$ cat src/verilog/kalmanPkg.sv
package kalmanPkg;

    ////////////////////////////////////////////////////////////////////////////
    // fixed-point format
    ////////////////////////////////////////////////////////////////////////////

    localparam int fixWidth = 16;                  // sample width.
    localparam int fracBits = 4;                   // fraction bits.
    localparam int stepCycles = 9;                 // cycles per filter step.

    typedef logic signed [fixWidth-1:0] fix_t;
    typedef logic [15:0] stepIndex_t;

    // element 0 sits in the low bits.
    typedef struct packed {
        fix_t e1;
        fix_t e0;
    } vec2_t;

    // row-major 2x2 with a00 in the low bits.
    typedef struct packed {
        fix_t a11;
        fix_t a10;
        fix_t a01;
        fix_t a00;
    } mat22_t;

    typedef struct packed {
        stepIndex_t index;                         // sample index n.
        fix_t accel;                               // scalar input u.
        vec2_t meas;                               // measurement z.
    } sample_t;

    typedef enum logic [3:0] {
        sampleSt,
        loadFx,
        loadBu,
        addBu,
        loadHx,
        storeY,
        loadKy,
        storeX,
        outSt
    } stepState_t;

endpackage
$ cat src/verilog/estimatePort.sv
module estimatePort
    import kalmanPkg::*;
(
    input  logic       clk,
    input  logic       rst,
    input  logic       publish,
    input  vec2_t      xMinus,
    input  stepIndex_t index,
    output vec2_t      xo,
    output stepIndex_t no,
    output logic       outen
);

    // outputs hold between pulses.
    always_ff @(posedge clk or negedge rst) begin
        if (!rst) begin
            xo    <= '0;
            no    <= '0;
            outen <= 1'b0;
        end else begin
            outen <= publish;                      // one-cycle pulse.
            if (publish) begin
                xo <= xMinus;                      // predicted state.
                no <= index;
            end
        end
    end

endmodule

$ cat config.mk
export PLATFORM = sky130hd
export DESIGN_NAME = estimatePort
export DESIGN_NICKNAME = d
export VERILOG_FILES = /design/src/verilog/kalmanPkg.sv /design/src/verilog/estimatePort.sv
export SDC_FILE = /design/constraint.sdc
export NUM_CORES = 1
export LEC_CHECK = 0
export BUFFER_PORTS_ARGS = -buffer_cell sky130_fd_sc_hd__buf_2
export CORE_UTILIZATION = 40
export DETAILED_ROUTE_END_ITERATION = 8
export PLACE_DENSITY = 0.76
export SLEW_MARGIN = 25
export SYNTH_ARGS = -nofsm -noshare
export SYNTH_HDL_FRONTEND = slang
export SYNTH_SLANG_ARGS = --single-unit
$ cat constraint.sdc
create_clock -name clk -period 1.1 [get_ports clk]
set_clock_uncertainty 0.2 [all_clocks]
set_input_delay 0.055 -clock clk [delete_from_list [all_inputs] [get_ports clk]]
set_output_delay 0.055 -clock clk [all_outputs]
set_load 0.05 [all_outputs]
## Word level (Yosys, flattened, before mapping)

Cells that the tools add are included.

| storage, ports and cells | value |
|---|---|
| flip-flop bits (word level) | 49 |

## Logic depth before layout (Yosys ltp)

| depth | value |
|---|---|
| word-level depth | 0 |
| mapped depth | 3 |

## Worst setup path after synthesis

No wires, ideal clock.

| timing path | value |
|---|---|
| kind | register to register |
| from | reg, netlist name no[0] |
| to | reg no[0] |
| library setup time | 0.125 ns |
| path buffers | 0 |
| path slack | -0.094 ns |
| data required time | 0.775 ns |
| cell stages (with the launch flop) | 2 |
| data arrival time | 0.869 ns |
| cells stage by stage | dfrtp_1 mux2_4 |

RTL lines:

| what | RTL line | text |
|---|---|---|
| end signal: assignment | estimatePort.sv:24 | `no <= index;` |
| end: declaration | estimatePort.sv:10 | `output stepIndex_t no,` |

## Worst setup path after layout

| timing path | value |
|---|---|
| from | reg no[5] |
| to | out no[5] |

No word-level cell between the ends.

==> impl_metrics.tcl <==
set metrics [dict create \
    grt_first_pass_wirelength_um 8420 \
    drive_above_1_share_pct 80.2 \
    grt_max_degree 50 \
    p_leak_nw 1.61 \
    ys_ff_latch 49 \
    syn-num-nets 153 \
    critPathBufInv 1 \
    slew_violations 0 \
    crit_path_max_incr_delay_ns 0.43 \
    design_area_mm2 0.00349 \
    ios 100 \
    max_slew_margin_pct 82.5 \
    first_pass_iters 5 \
    wl_per_cell_um 16.5 \
    gp_congestion 0.677 \
    violations "DRC, setup timing" \
    first_iter_violations 71 \
    synth_top_cell_area_share_pct 65.0 \
    cts_buffers 5 \
    drc 18 \
    post-route-period-util_pct 103 \
    cp_data_required_time_ns 0.84 \
    cts_buffer_depth 2 \
    cap_viol_max_count 0 \
    syn_area_mm2 0.00189 \
    htree_levels 2 \
    ff2ff_path_depth 2 \
    tightestPinTransition_ns 0.262 \
    track_usage_pct 22.6 \
    grt_pass1_vias 1688 \
    ir_drop_uv 983 \
    grt_antenna_before_repair 0 \
    antennaDiodeCount 0 \
    synth_cells 102 \
    synth.distinct_cells 5 \
    path_delay_family "flip-flops" \
    rows 24 \
    clock_tree.root_cell "clkbuf_8" \
    dieArea_mm2 0.00499 \
    path_clk_slew_ns 0.09 \
    via_count 1476 \
    syn_avg_cell_area_um2 18.5 \
    status "finished, violations left" \
    synth.largest_area_cell "dfrtp_1" \
    power_density_mw_per_mm2 1470 \
    critPathKind "register to output pin" \
    start_util_pct 42.4 \
    synthTopCellsByArea "dfrtp_1 65%, mux2_2 17%, mux2_4 16%" \
    ys_seq_area_share_pct 65.0 \
    viasPerCell 4.70 \
    cts_sinks 49 \
    critical_path_peak_fanout 2 \
    endpoint_kind "output pin" \
    portBuffers 99 \
    cp-start-kind "register" \
    fmax_ghz 0.879 \
    dpl-instance-area_mm2 0.00254 \
    clk_latency_ns 0.29 \
    ant_nets 0 \
    die_width_um 70.7 \
    crit_slowest_cell "dfrtp_2" \
    core_region_area_mm2 0.00444 \
    hpwlAfterDp_um 2650 \
    nets 312 \
    area_growth_pct 85.1 \
    cts_tree "done" \
    finalSetupViolations 50 \
    hold_violations 0 \
    grt.overflow.total 0 \
    holdCritPathClass "input pin to async pin" \
    fin_ws_ns -0.0383 \
    cp.arrival_ns 0.88 \
    cp_cell_sequence "buf_6" \
    yosysWarnings 0 \
    finalCriticalPeriod_ns 1.14 \
    path_depth 1 \
    wl_um 5170 \
    rsz0062_at_grt "yes" \
    total_power_mw 5.15 \
    die_h_um 70.7 \
]
-- area by class of cell --
cell class | instances | area, µm²
fill | 247 | 953
clock buffer | 7 | 86.3
multi-input combinational | 48 | 616
clock inverter | 1 | 30.0
sequential | 49 | 1290
timing repair buffer | 157 | 1410
tap | 52 | 65.1
-- final timing paths --
| kind | startpoint | end | slack, ns |
|---|---|---|---|
| worst max-delay path | no[5] | no[5] | -0.04 |
| worst min-delay path | rst | xo[5] | 0.07 |
| worst max register to register | xo[24] | xo[24] | -0.03 |
| min in group clk | publish | xo[6] | 0.10 |
| max in group asynchronous | rst | no[3] | 0.38 |
| worst min register to register | xo[1] | xo[1] | 0.33 |
-- timing repair --
| action | 4_1_cts | 5_1_grt |
|---|---|---|
| pin swaps | 0 | 0 |
| cloned | 0 | 0 |
| buffers inserted | 2 | 1 |
| hold endpoints to repair | 98 | 0 |
| hold buffers | 50 | 0 |
| endpoints found under the setup margin | 49 | 51 |
| resized for setup | 98 | 2 |
-- cells in the final DEF (no fill, tap or decap) --
cell type / instances
dfrtp_2: 48
clkbuf_1: 1
dfrtp_1: 1
mux2_2: 28
mux2_4: 20
bufinv_16: 1
clkbuf_8: 6
buf_4: 3
buf_6: 51
dlygate4sd3_1: 50
buf_12: 3
buf_2: 50
-- stage by stage --
step	instances	setup WS, ns	hold WS (ns)	util (%)	TNS, ns
floorplan	102	-0.00947	-0.441	-	-0.255
global placement	253	0.00754	-0.135	57.1	0
detailed placement	253	-0.0251	-0.137	57.1	-0.0699
CTS	313	-0.0438	0.0896	78.2	-1.51
global route	314	-0.0730	0.111	78.5	-2.83
finish	314	-0.0383	0.0724	78.5	-1.26
-- kinds of logic after synthesis --
group / after synthesis / synth area share, %
DFF: 49 / 65.0
muxes: 48 / 32.6
buffers and inverters: 5 / 2.32
-- routing by layer --
metal | wire, µm | up-vias | part of all wire (%) | GRT usage [%]
li1 | - | 669 | - | -
met1 | 2060 | 726 | 40 | 26.7
met2 | 2610 | 76 | 50 | 39.9
met3 | 448 | 5 | 8.7 | 7.69
met4 | 51 | 0 | 0.99 | 5.33
met5 | 0 | - | 0 | 0
-- state kept, by name, indices dropped and copies added, names as in the netlist --
register,flops
outen,1
xo,32
no,16
-- synthesized netlist by cell type --
cell type / count
dfrtp_1: 49
mux2_2: 28
mux2_4: 20
buf_6: 3
buf_2: 2
-- where the power goes --
group          internal [mW]  leakage, nW  switching (mW)
Sequential              2.01        0.525           0.143
Clock                  0.741       0.0585           0.569
Combinational          0.762         1.03           0.919
Note: power is estimated with default switching activity, not from simulation.
