File: config.mk
export PLATFORM = sky130hd
export DESIGN_NAME = measurementCapture
export DESIGN_NICKNAME = d
export VERILOG_FILES = /design/src/verilog/kalmanPkg.sv /design/src/verilog/measurementCapture.sv
export SDC_FILE = /design/constraint.sdc
export NUM_CORES = 1
export LEC_CHECK = 0
export BUFFER_PORTS_ARGS = -buffer_cell sky130_fd_sc_hd__clkbuf_2
export CORE_MARGIN = 3
export CORE_UTILIZATION = 46
export CTS_CLUSTER_SIZE = 30
export DETAILED_ROUTE_END_ITERATION = 16
export PLACE_DENSITY = 0.89
export SYNTH_ARGS = -nofsm -noshare
export SYNTH_HDL_FRONTEND = slang
export SYNTH_SLANG_ARGS = --single-unit
File: constraint.sdc
create_clock -name clk -period 0.8 [get_ports clk]
set_input_delay 0.12 -clock clk [delete_from_list [all_inputs] [get_ports clk]]
set_output_delay 0.12 -clock clk [all_outputs]
set_load 0.02 [all_outputs]
File: src/verilog/kalmanPkg.sv
package kalmanPkg;

    ////////////////////////////////////////////////////////////////////////////
    // fixed-point format
    ////////////////////////////////////////////////////////////////////////////

    localparam int fixWidth = 16;                  // sample width.
    localparam int fracBits = 4;                   // fraction bits.
    localparam int stepCycles = 9;                 // cycles per filter step.

    typedef logic signed [fixWidth-1:0] fix_t;
    typedef logic [15:0] stepIndex_t;

    // element 0 sits in the low bits.
    typedef struct packed {
        fix_t e1;
        fix_t e0;
    } vec2_t;

    // row-major 2x2 with a00 in the low bits.
    typedef struct packed {
        fix_t a11;
        fix_t a10;
        fix_t a01;
        fix_t a00;
    } mat22_t;

    typedef struct packed {
        stepIndex_t index;                         // sample index n.
        fix_t accel;                               // scalar input u.
        vec2_t meas;                               // measurement z.
    } sample_t;

    typedef enum logic [3:0] {
        sampleSt,
        loadFx,
        loadBu,
        addBu,
        loadHx,
        storeY,
        loadKy,
        storeX,
        outSt
    } stepState_t;

endpackage
File: src/verilog/measurementCapture.sv
module measurementCapture
    import kalmanPkg::*;
(
    input  logic       clk,
    input  logic       rst,
    input  logic       sampleStrobe,
    input  stepIndex_t n,
    input  fix_t       u,
    input  vec2_t      z,
    output sample_t    sample
);

    // one consistent snapshot per step, whatever the inputs do meanwhile.
    always_ff @(posedge clk or negedge rst) begin
        if (!rst) begin
            sample <= '0;
        end else if (sampleStrobe) begin
            sample.index <= n;                     // index rides to the output.
            sample.accel <= u;
            sample.meas  <= z;
        end
    end

endmodule

==> Yosys cells after proc, flatten, opt, wreduce, memory -nomap -nowiden <==
Index checks and enable logic that the tools add are counted.
{ "totals": {"reg_bits": 64, "inputBits": 67, "out_inout_bits": 64, "elab_cells": 4} }

==> Depth between registers and ports, before layout <==
{ "logic_depth": {"depth_word": 0, "ltp_mapped": 3, "depth_no_buf": 1} }

==> Worst setup path before layout <==
OpenSTA, ideal clock, no wires.
{ "synth_path": {"path_type": "input to register", "from": "input sampleStrobe", "to": "register sample[0] in the netlist's numbering", "setup_time_ns": 0.125, "arrival_ns": 0.726, "required_ns": 0.675, "path_slack_ns": -0.051, "stages": 3, "n_path_buf": 2, "path_cell_list": "buf_6 > buf_12 > mux2_4"} }
{ "synth_rtl": {"columns": ["element", "line", "text"], "rows": [
  ["start, declared", "measurementCapture.sv:6", "input logic sampleStrobe,"],
  ["end, declared", "measurementCapture.sv:10", "output sample_t sample"]
]} }
No word-level cell between the ends.

==> Worst setup path in the final report <==
{ "layout_path": {"from": "register sample[35] in the netlist's numbering", "to": "output sample[35] in the netlist's numbering"} }
No word-level cell between the ends.

==> impl_results.md <==
- CTS Buf Count: 9
- Adder-cell share of the synthesized area: 0%
- FMAX: 980 MHz
- Synthesis Warnings: 0
- Setup_tns: -15.36 ns
- Synthesized area per cell: 19.8 sq um
- Max capacitance violation total: 0
- Final setup fails: 91
- PwrDens: 2170 nW/um^2
- Ratio of cells with drive above 1 in the final layout: 99.3%
- Clock-pin slew on the worst setup and hold paths: 0.07 ns
- Total power: 9.58 mW
- Grt ovf: 0
- Worst path bufs/invs: 1
- Arrival time of the worst setup path: 0.90 ns
- Final ANT Viol Nets: 0
- Hold Fails Final Rpt: 0
- Clk Latency, worst-skew pair: 0.33 ns
- Syn_nets: 202
- Critical path startpoint category: flip-flop
- WP data required: 0.68 ns
- Fin crit period: 1.02 ns
- Slew headroom: 87.3%
- Hold_sp: u[6]
- Final HPWL DP: 4170 um
- Vias/cell: 4.68
- Crit-path leading delay family: flip-flops
- CTS Buffer Depth: 2
- Count of pins over their slew limit: 0
- Residual DRC count: 0
- CTS sink count: 64
- Crit path cell chain: buf_8
- Crit path setup slack, layout: -0.221 ns
- Syn-to-layout area delta: 64.8%
- Class of the most critical setup path: flip-flop to primary output
- Vias in the first global route: 1869
- Placed cells: 336
- Failing checks: setup timing
- Ant. Diodes: 0
- Final wirelength: 6500 um
- Die area: 6770 sq um
- Compound-Gate Fraction of Synth Area: 0%
- Layout Utilization: 79.2%
- P_leak: 2.18 nW
- Largest register FFs: 64
- Post-Synthesis Cells: 135
- Synth Area in Simple Gates: 0%
- Commonest non-fill, non-tap cell in the layout: clkbuf_2
- CP Capture Type: primary output
- Initial drt markers: 31
- First-pass GRT wire length: 9020 um
- # H-tree levels: 3
- DR vias: 1746
- Worst-margin pin slew: 0.190 ns
- Reg2reg start: sample[59]
- CTS tree: done
- Chip Height: 82.3 um
- Hold crit path type: input pin to flip-flop
- Core Region: 5570 sq um
- Largest net degree at the start of global routing: 35
- Placer Congestion: 0.783
- DIE WIDTH: 82.3 um
- Largest family of logic cells by synthesized area: multiplexers
- Routed len/inst: 17.4 um
- Layout Skew: 0 ns
- Mux contribution to synthesized area: 35.3%
- Outcome: finished with violations
- FILL cells: 301
- Largest regs: sample: 64 flops
- Largest register by flop count: sample
- Worst path max stage delay: 0.43 ns
- DRT Pass-1 Iters: 4
- RSZ-0062 raised after global routing: yes
- Synthesized flop and latch total: 64
- Netlist Area Pre-Place: 2680 sq um
- Seq/Total Area, Yosys: 59.8%
- Crit Path Max Fanout: 2
- # rows: 27
- Initial antenna violation count: 0
- Netlist cell types: 5
- Root Buffer: clkbuf_8
- Xor/xnor share of the synthesized area: 0%
- VDD IR-drop max: 1.36 mV
- Final std cells w/o fill: 373
- Commonest non-fill, non-tap cells in the layout: clkbuf_2, dfrtp_2, mux2_4, buf_6, buf_8
- Sequential standard cell area: 1680 sq um
- Ports: 131
- Tcrit/Tclk final: 128%
- Multi-input gate area: 950 sq um
- Nets: 363
- GR Util All Layers: 18.3%
- Starting Density: 48.1%
- Critical path launch point: sample[35]
- CP max-delay cell: dfrtp_2
- IO buf count: 130
-- worst reg2reg max path: stages (launching register included) --
cell     delay (ns)
dfrtp_2        0.42
buf_4          0.14
mux2_4         0.26
-- power breakdown --
group	internal [mW]	switching (mW)	total, mW	leakage, nW
Sequential	3.62	0.303	3.93	0.684
Combinational	1.48	0.895	2.38	1.37
Clock	2.06	1.21	3.27	0.116
-- per-stage QoR --
step | hold WS [ns] | setup slack, ns | area, sq um
finish | 0.0101 | -0.221 | 4420
global route | -0.00880 | -0.255 | 4420
CTS | 0.00606 | -0.229 | 4090
detailed placement | 0.148 | -0.157 | 3470
global placement | 0.130 | -0.141 | 3470
floorplan | -0.176 | -0.0222 | 2770
-- final cells by class --
cell class | instances | share of cell area (%)
multi-input cells | 64 | 21.5
clock inverters | 6 | 2.44
well taps | 72 | 2.04
repair buffers | 157 | 33.0
clock buffers | 10 | 2.89
flip-flops and latches | 64 | 38.1
-- final timing paths --
kind / endpoint / slack (ns) / cells past startpoint
worst max-delay path: sample[35] / -0.22 / 1
worst min-delay path: sample[38] / 0.01 / 2
worst max register to register: sample[59] / -0.13 / 2
worst min register to register: sample[20] / 0.53 / 1
max in group asynchronous: sample[47] / 0.25 / 3
min in group asynchronous: sample[38] / 0.35 / 3
-- cells in the mapped netlist, drive strengths merged --
cell | n | share of area (%)
mux2 | 64 | 35
buf | 7 | 4.9
dfrtp | 64 | 60
-- layer usage --
layer	wire length [um]	global-route usage (%)	vias up
li1	-	-	789
met2	3490	30.5	83
met4	154	9.14	0
met3	472	5.10	12
met1	2390	21.7	862
met5	0	0	-
-- cell families (layout without fill, tap and decap cells) --
logic type  Yosys count  count (layout)
mux                  64              64
flops                64              64
buf+inv               7             173
-- what timing repair did --
action	CTS	global route
endpoints found under the hold margin	64	0
endpoints found under the setup margin	65	97
setup buffers	20	1
resized for setup	52	157
hold buffers	1	0
No activity file was read; power rests on OpenSTA's default activity.
