--- src/verilog/kalmanPkg.sv ---
package kalmanPkg;

    ////////////////////////////////////////////////////////////////////////////
    // fixed-point format
    ////////////////////////////////////////////////////////////////////////////

    localparam int fixWidth = 16;                  // sample width.
    localparam int fracBits = 4;                   // fraction bits.
    localparam int stepCycles = 9;                 // cycles per filter step.

    typedef logic signed [fixWidth-1:0] fix_t;
    typedef logic [15:0] stepIndex_t;

    // element 0 sits in the low bits.
    typedef struct packed {
        fix_t e1;
        fix_t e0;
    } vec2_t;

    // row-major 2x2 with a00 in the low bits.
    typedef struct packed {
        fix_t a11;
        fix_t a10;
        fix_t a01;
        fix_t a00;
    } mat22_t;

    typedef struct packed {
        stepIndex_t index;                         // sample index n.
        fix_t accel;                               // scalar input u.
        vec2_t meas;                               // measurement z.
    } sample_t;

    typedef enum logic [3:0] {
        sampleSt,
        loadFx,
        loadBu,
        addBu,
        loadHx,
        storeY,
        loadKy,
        storeX,
        outSt
    } stepState_t;

endpackage
--- src/verilog/matVecUnit.sv ---
module matVecUnit
    import kalmanPkg::*;
(
    input  logic   clk,
    input  logic   rst,
    input  logic   opLoad,
    input  mat22_t opMat,
    input  vec2_t  opVec,
    output vec2_t  product
);

    mat22_t matReg;
    vec2_t  vecReg;

    // full signed product shifted by the fraction bits and cut to 16.
    function automatic fix_t fixMul(input fix_t a, input fix_t b);
        logic signed [2*fixWidth-1:0] full;
        full = (2*fixWidth)'(a) * (2*fixWidth)'(b);
        return full[fracBits +: fixWidth];
    endfunction

    always_ff @(posedge clk or negedge rst) begin
        if (!rst) begin
            matReg <= '0;
            vecReg <= '0;
        end else if (opLoad) begin
            matReg <= opMat;
            vecReg <= opVec;
        end
    end

    ////////////////////////////////////////////////////////////////////////////
    // row sums wrap at the sample width
    ////////////////////////////////////////////////////////////////////////////

    always_comb begin
        product.e0 = fixMul(matReg.a00, vecReg.e0) + fixMul(matReg.a01, vecReg.e1);
        product.e1 = fixMul(matReg.a10, vecReg.e0) + fixMul(matReg.a11, vecReg.e1);
    end

endmodule

--- config.mk ---
export PLATFORM = sky130hd
export DESIGN_NAME = matVecUnit
export DESIGN_NICKNAME = d
export VERILOG_FILES = /design/src/verilog/kalmanPkg.sv /design/src/verilog/matVecUnit.sv
export SDC_FILE = /design/constraint.sdc
export NUM_CORES = 2
export LEC_CHECK = 0
export BUFFER_PORTS_ARGS = -buffer_cell sky130_fd_sc_hd__buf_2
export CAP_MARGIN = 20
export CORE_MARGIN = 5
export CORE_UTILIZATION = 65
export DETAILED_ROUTE_END_ITERATION = 8
export GPL_TIMING_DRIVEN = 0
export PLACE_DENSITY = 0.84
export SETUP_SLACK_MARGIN = 0.4
export SYNTH_ARGS = -nofsm -noshare
export SYNTH_HDL_FRONTEND = slang
export SYNTH_SLANG_ARGS = --single-unit
--- constraint.sdc ---
create_clock -name clk -period 9.2 [get_ports clk]
set_input_delay 1.84 -clock clk [delete_from_list [all_inputs] [get_ports clk]]
set_output_delay 1.84 -clock clk [all_outputs]
set_load 0.05 [all_outputs]
# Word level (Yosys, flattened, before mapping)
# Index checks and enable logic that the tools add are counted.
[word_totals]
romBits = 0
memories = 0
ram_bits = 0
word_cells = 12
regBits = 96
latch_bits = 0
[classes]
shifts = 0
n_mux = 0
bitwise_logic = 0
n_addsub = 2
eq_ne = 0
multipliers = 4
reduce_logical = 0
magnitude_cmp = 0
div_mod_pow = 0
[op_table]
columns = ["op", "count"]
rows = [
  ["$mul 16x16->20", 4],
  ["$add 16x16->16", 2],
]

# Logic depth before layout (Yosys ltp)
[depth]
ltp_word = 2
ltp_mapped = 31

# Least setup slack after synthesis
# No wires, ideal clock.
[synth_timing]
kind = "register to output"
from = "register vecReg[17] in the netlist's numbering"
to = "output product[31] in the netlist's numbering"
path_stages_with_launch = 26
slack_ps = 339
t_required_ps = 7360
arrival_time_ps = 7021
cell_sequence = "dfrtp_1 -> clkbuf_1 -> buf_1 -> nand2_1 -> fa_1 -> fa_1 -> inv_1 -> ha_1 -> fa_1 -> fa_1 -> inv_1 -> fa_1 -> inv_1 -> ha_1 -> a2111oi_1 -> a211oi_1 -> o21a_1 -> nor2_1 -> xnor2_1 -> ha_1 -> a21oi_1 -> o21ai_1 -> a21oi_1 -> o21ai_0 -> a31oi_1 -> xor2_1"
[synth_rtl]
columns = ["element", "line", "text"]
rows = [
  ["start, declared", "matVecUnit.sv:13", "vec2_t vecReg;"],
  ["start signal, assigned", "matVecUnit.sv:28", "vecReg <= opVec;"],
  ["end, declared", "matVecUnit.sv:9", "output vec2_t product"],
]

==> qor.yml <==
outcome:
  status: "finished clean"
grt:
  gr-usage-all-layers: 0.346
  grt_max_degree: 66
  grt_overflow: 0
  grt_pass1_vias: 24400
  grt_first_pass_wirelength_mm: 128
  antenna_found_initial: 1
sta:
  tns_ps: 0
  min_period_ps: 8990
  max-slew-margin-rel: 0.287
  finalClockSkew_ps: 0
  fin_crit_sh: 0.977
  final_max_slew_viol_count: 0
  hold_violations: 0
  holdWs_ps: 563
  tightest_slew_ps: 1070
  rsz0062_at_grt: "true"
  setup_viol: 0
  worst_slack_ps: 213
  timing.fmax_mhz: 111
clocking:
  numCtsBuffers: 9
  cts.sinks: 96
  cts_max_path_buffers: 2
  cts_tree: "built"
  root_buffer: "clkbuf_16"
  clock_latency_ps: 370
  h-tree-depth: 3
  clk_pin_slew_ps: 80
logic_synthesis:
  synth_top_area_frac: 0.382
  postSynthAreaPerCell_um2: 8.89
  syn_inst: 3219
  seq_area_frac_synth: 0.0840
  synthDistinctLibCells: 54
  ys_ff_latch: 96
  synth_fp_nets: 4154
  synth-async-reset-ratio: 1.00
  synth_edf_count: 0
  synth.most_common_cell: "inv_1"
  synth_top_cell_by_area: "fa_1"
  synth_ff_type: "dfrtp_1"
  yosysWarnings: 0
  synth_common_cells: "819 x inv_1, 546 x fa_1, 458 x nand2_1, 295 x and2_1, 290 x ha_1"
  synth.area.top_cells: "fa_1 38%, ha_1 13%, inv_1 11%, dfrtp_1 8.4%, and2_1 6.5%"
  syn_area_um2: 28600
routing:
  vias: 23200
  drt-total-wl_mm: 84.8
  first_pass_iters: 5
  drc: 0
  viasPerCell: 5.73
  initialDrtViolationCount: 2168
  ant_nets: 0
  wire_per_inst_um: 21.0
critical_path:
  crit_top_cell: "fa_1"
  worstRegToRegCells: 2
  crit-reg2reg-launch: "vecReg[0]$_DFFE_PN0P_"
  rrSetupSlack_ps: 7710
  crit_end: "product[15]"
  required_ps: 7360
  critPathKind: "reg2out"
  rr_endpoint: "vecReg[0]$_DFFE_PN0P_"
  crit_fanout: 6
  crit_start: "vecReg[4]$_DFFE_PN0P_"
  critPathLaunchType: "flop"
  cpPeakStageDelay_ps: 530
  crit_path_end_kind: "output port"
  crit_slowest_cell: "fa_1"
  arrival_ps: 7150
placed_design:
  hpwlAfterDp_mm: 63.6
  gp_congestion: 1.00
  place_ws_ps: -723
  portBuffers: 129
floorplanning:
  die_area_um2: 48300
  initial_core_util: 0.661
  die_w_um: 220
  coreArea_um2: 43300
  top_level_ports: 131
  rows: 76
  die_y_um: 220
worst_hold_path:
  min_path_type: "reg2reg"
finish:
  syn_to_final_growth_pct: 14.3
  drive_above_1_share: 0.189
  n_antenna_cell: 0
  num-nets-final: 4388
job:
  cap_violations: 0
==> state kept, by name, summed over array words and instances (netlist names) <==
name and cells:
matReg 64, vecReg 32
==> through the flow <==
step           utilization  instances  area, µm²
2_1_floorplan            -       3219      28600
3_3_place_gp         0.693       3933      30000
3_5_place_dp         0.694       3934      30000
4_1_cts              0.727       3985      31400
5_1_grt              0.756       4043      32700
6_report             0.756       4043      32700
==> area by class of cell <==
type | instances | area, µm²
Fill cell | 2805 | 10600
Clock buffer | 10 | 229
Sequential cell | 96 | 2450
Timing Repair Buffer | 223 | 1440
Clock inverter | 6 | 51.3
Inverter | 819 | 3080
Multi-Input combinational cell | 2170 | 23600
Tap cell | 585 | 732
Buffer | 134 | 1090
==> worst max-delay path, delay by kind of cell (launching register included) <==
kind / cells / cell delay (ps)
adders and majority gates: 8 / 3320
and+or+nand+nor: 5 / 660
xor gates and xnor gates: 2 / 450
DFF: 1 / 490
buffers and inverters: 7 / 650
AOI/OAI and AO/OA: 6 / 1180
==> how the worst min path moves through the flow <==
stage,startpoint,endpoint,cells after the start
final,matReg[7]$_DFFE_PN0P_,matReg[7]$_DFFE_PN0P_,1
after global routing,matReg[36]$_DFFE_PN0P_,matReg[36]$_DFFE_PN0P_,1
after CTS,matReg[9]$_DFFE_PN0P_,matReg[9]$_DFFE_PN0P_,1
after detailed placement,matReg[9]$_DFFE_PN0P_,matReg[9]$_DFFE_PN0P_,1
after global placement,matReg[9]$_DFFE_PN0P_,matReg[9]$_DFFE_PN0P_,1
after floorplan,matReg[25]$_DFFE_PN0P_,matReg[25]$_DFFE_PN0P_,1
==> layer usage <==
layer,vias up,GRT usage,part of all wire,routed length (µm)
met5,-,0,0,0
met4,0,0.214,0.077,6500
met3,403,0.0724,0.11,9330
met2,1452,0.543,0.46,38900
met1,11500,0.441,0.35,30000
li1,9871,-,-,-
==> cells in the final DEF (no fill, tap or decap), types with 57 or more instances in the layout <==
| cell | netlist | routed |
|---|---|---|
| and2_1 | 295 | 284 |
| buf_2 | 9 | 132 |
| buf_4 | 0 | 105 |
| dfrtp_1 | 96 | 57 |
| fa_1 | 546 | 537 |
| ha_1 | 290 | 251 |
| inv_1 | 819 | 799 |
| mux2_2 | 94 | 94 |
| nand2_1 | 458 | 457 |
| xnor2_1 | 163 | 153 |
==> logic make-up (layout without fill, tap and decap cells) <==
group,Yosys count,after routing,synth area share
muxes,94,94,0.0370
and+or+nand+nor,885,885,0.149
xor gates and xnor gates,194,194,0.0604
AOI/OAI and AO/OA,161,161,0.0356
buffers and inverters,953,1192,0.125
DFF,96,96,0.0840
adders and majority gates,836,836,0.509
==> what timing repair did <==
action                                  CTS  global route
gates cloned                              1             2
endpoints found under the setup margin   18            11
hold buffers                              0             0
pin swaps                                30           113
resized for setup                       272           256
setup buffers                            34            56
Power is left out: the tool's default activity adds up to more than one toggle a clock period on the data nets, which glitch-free logic cannot reach.
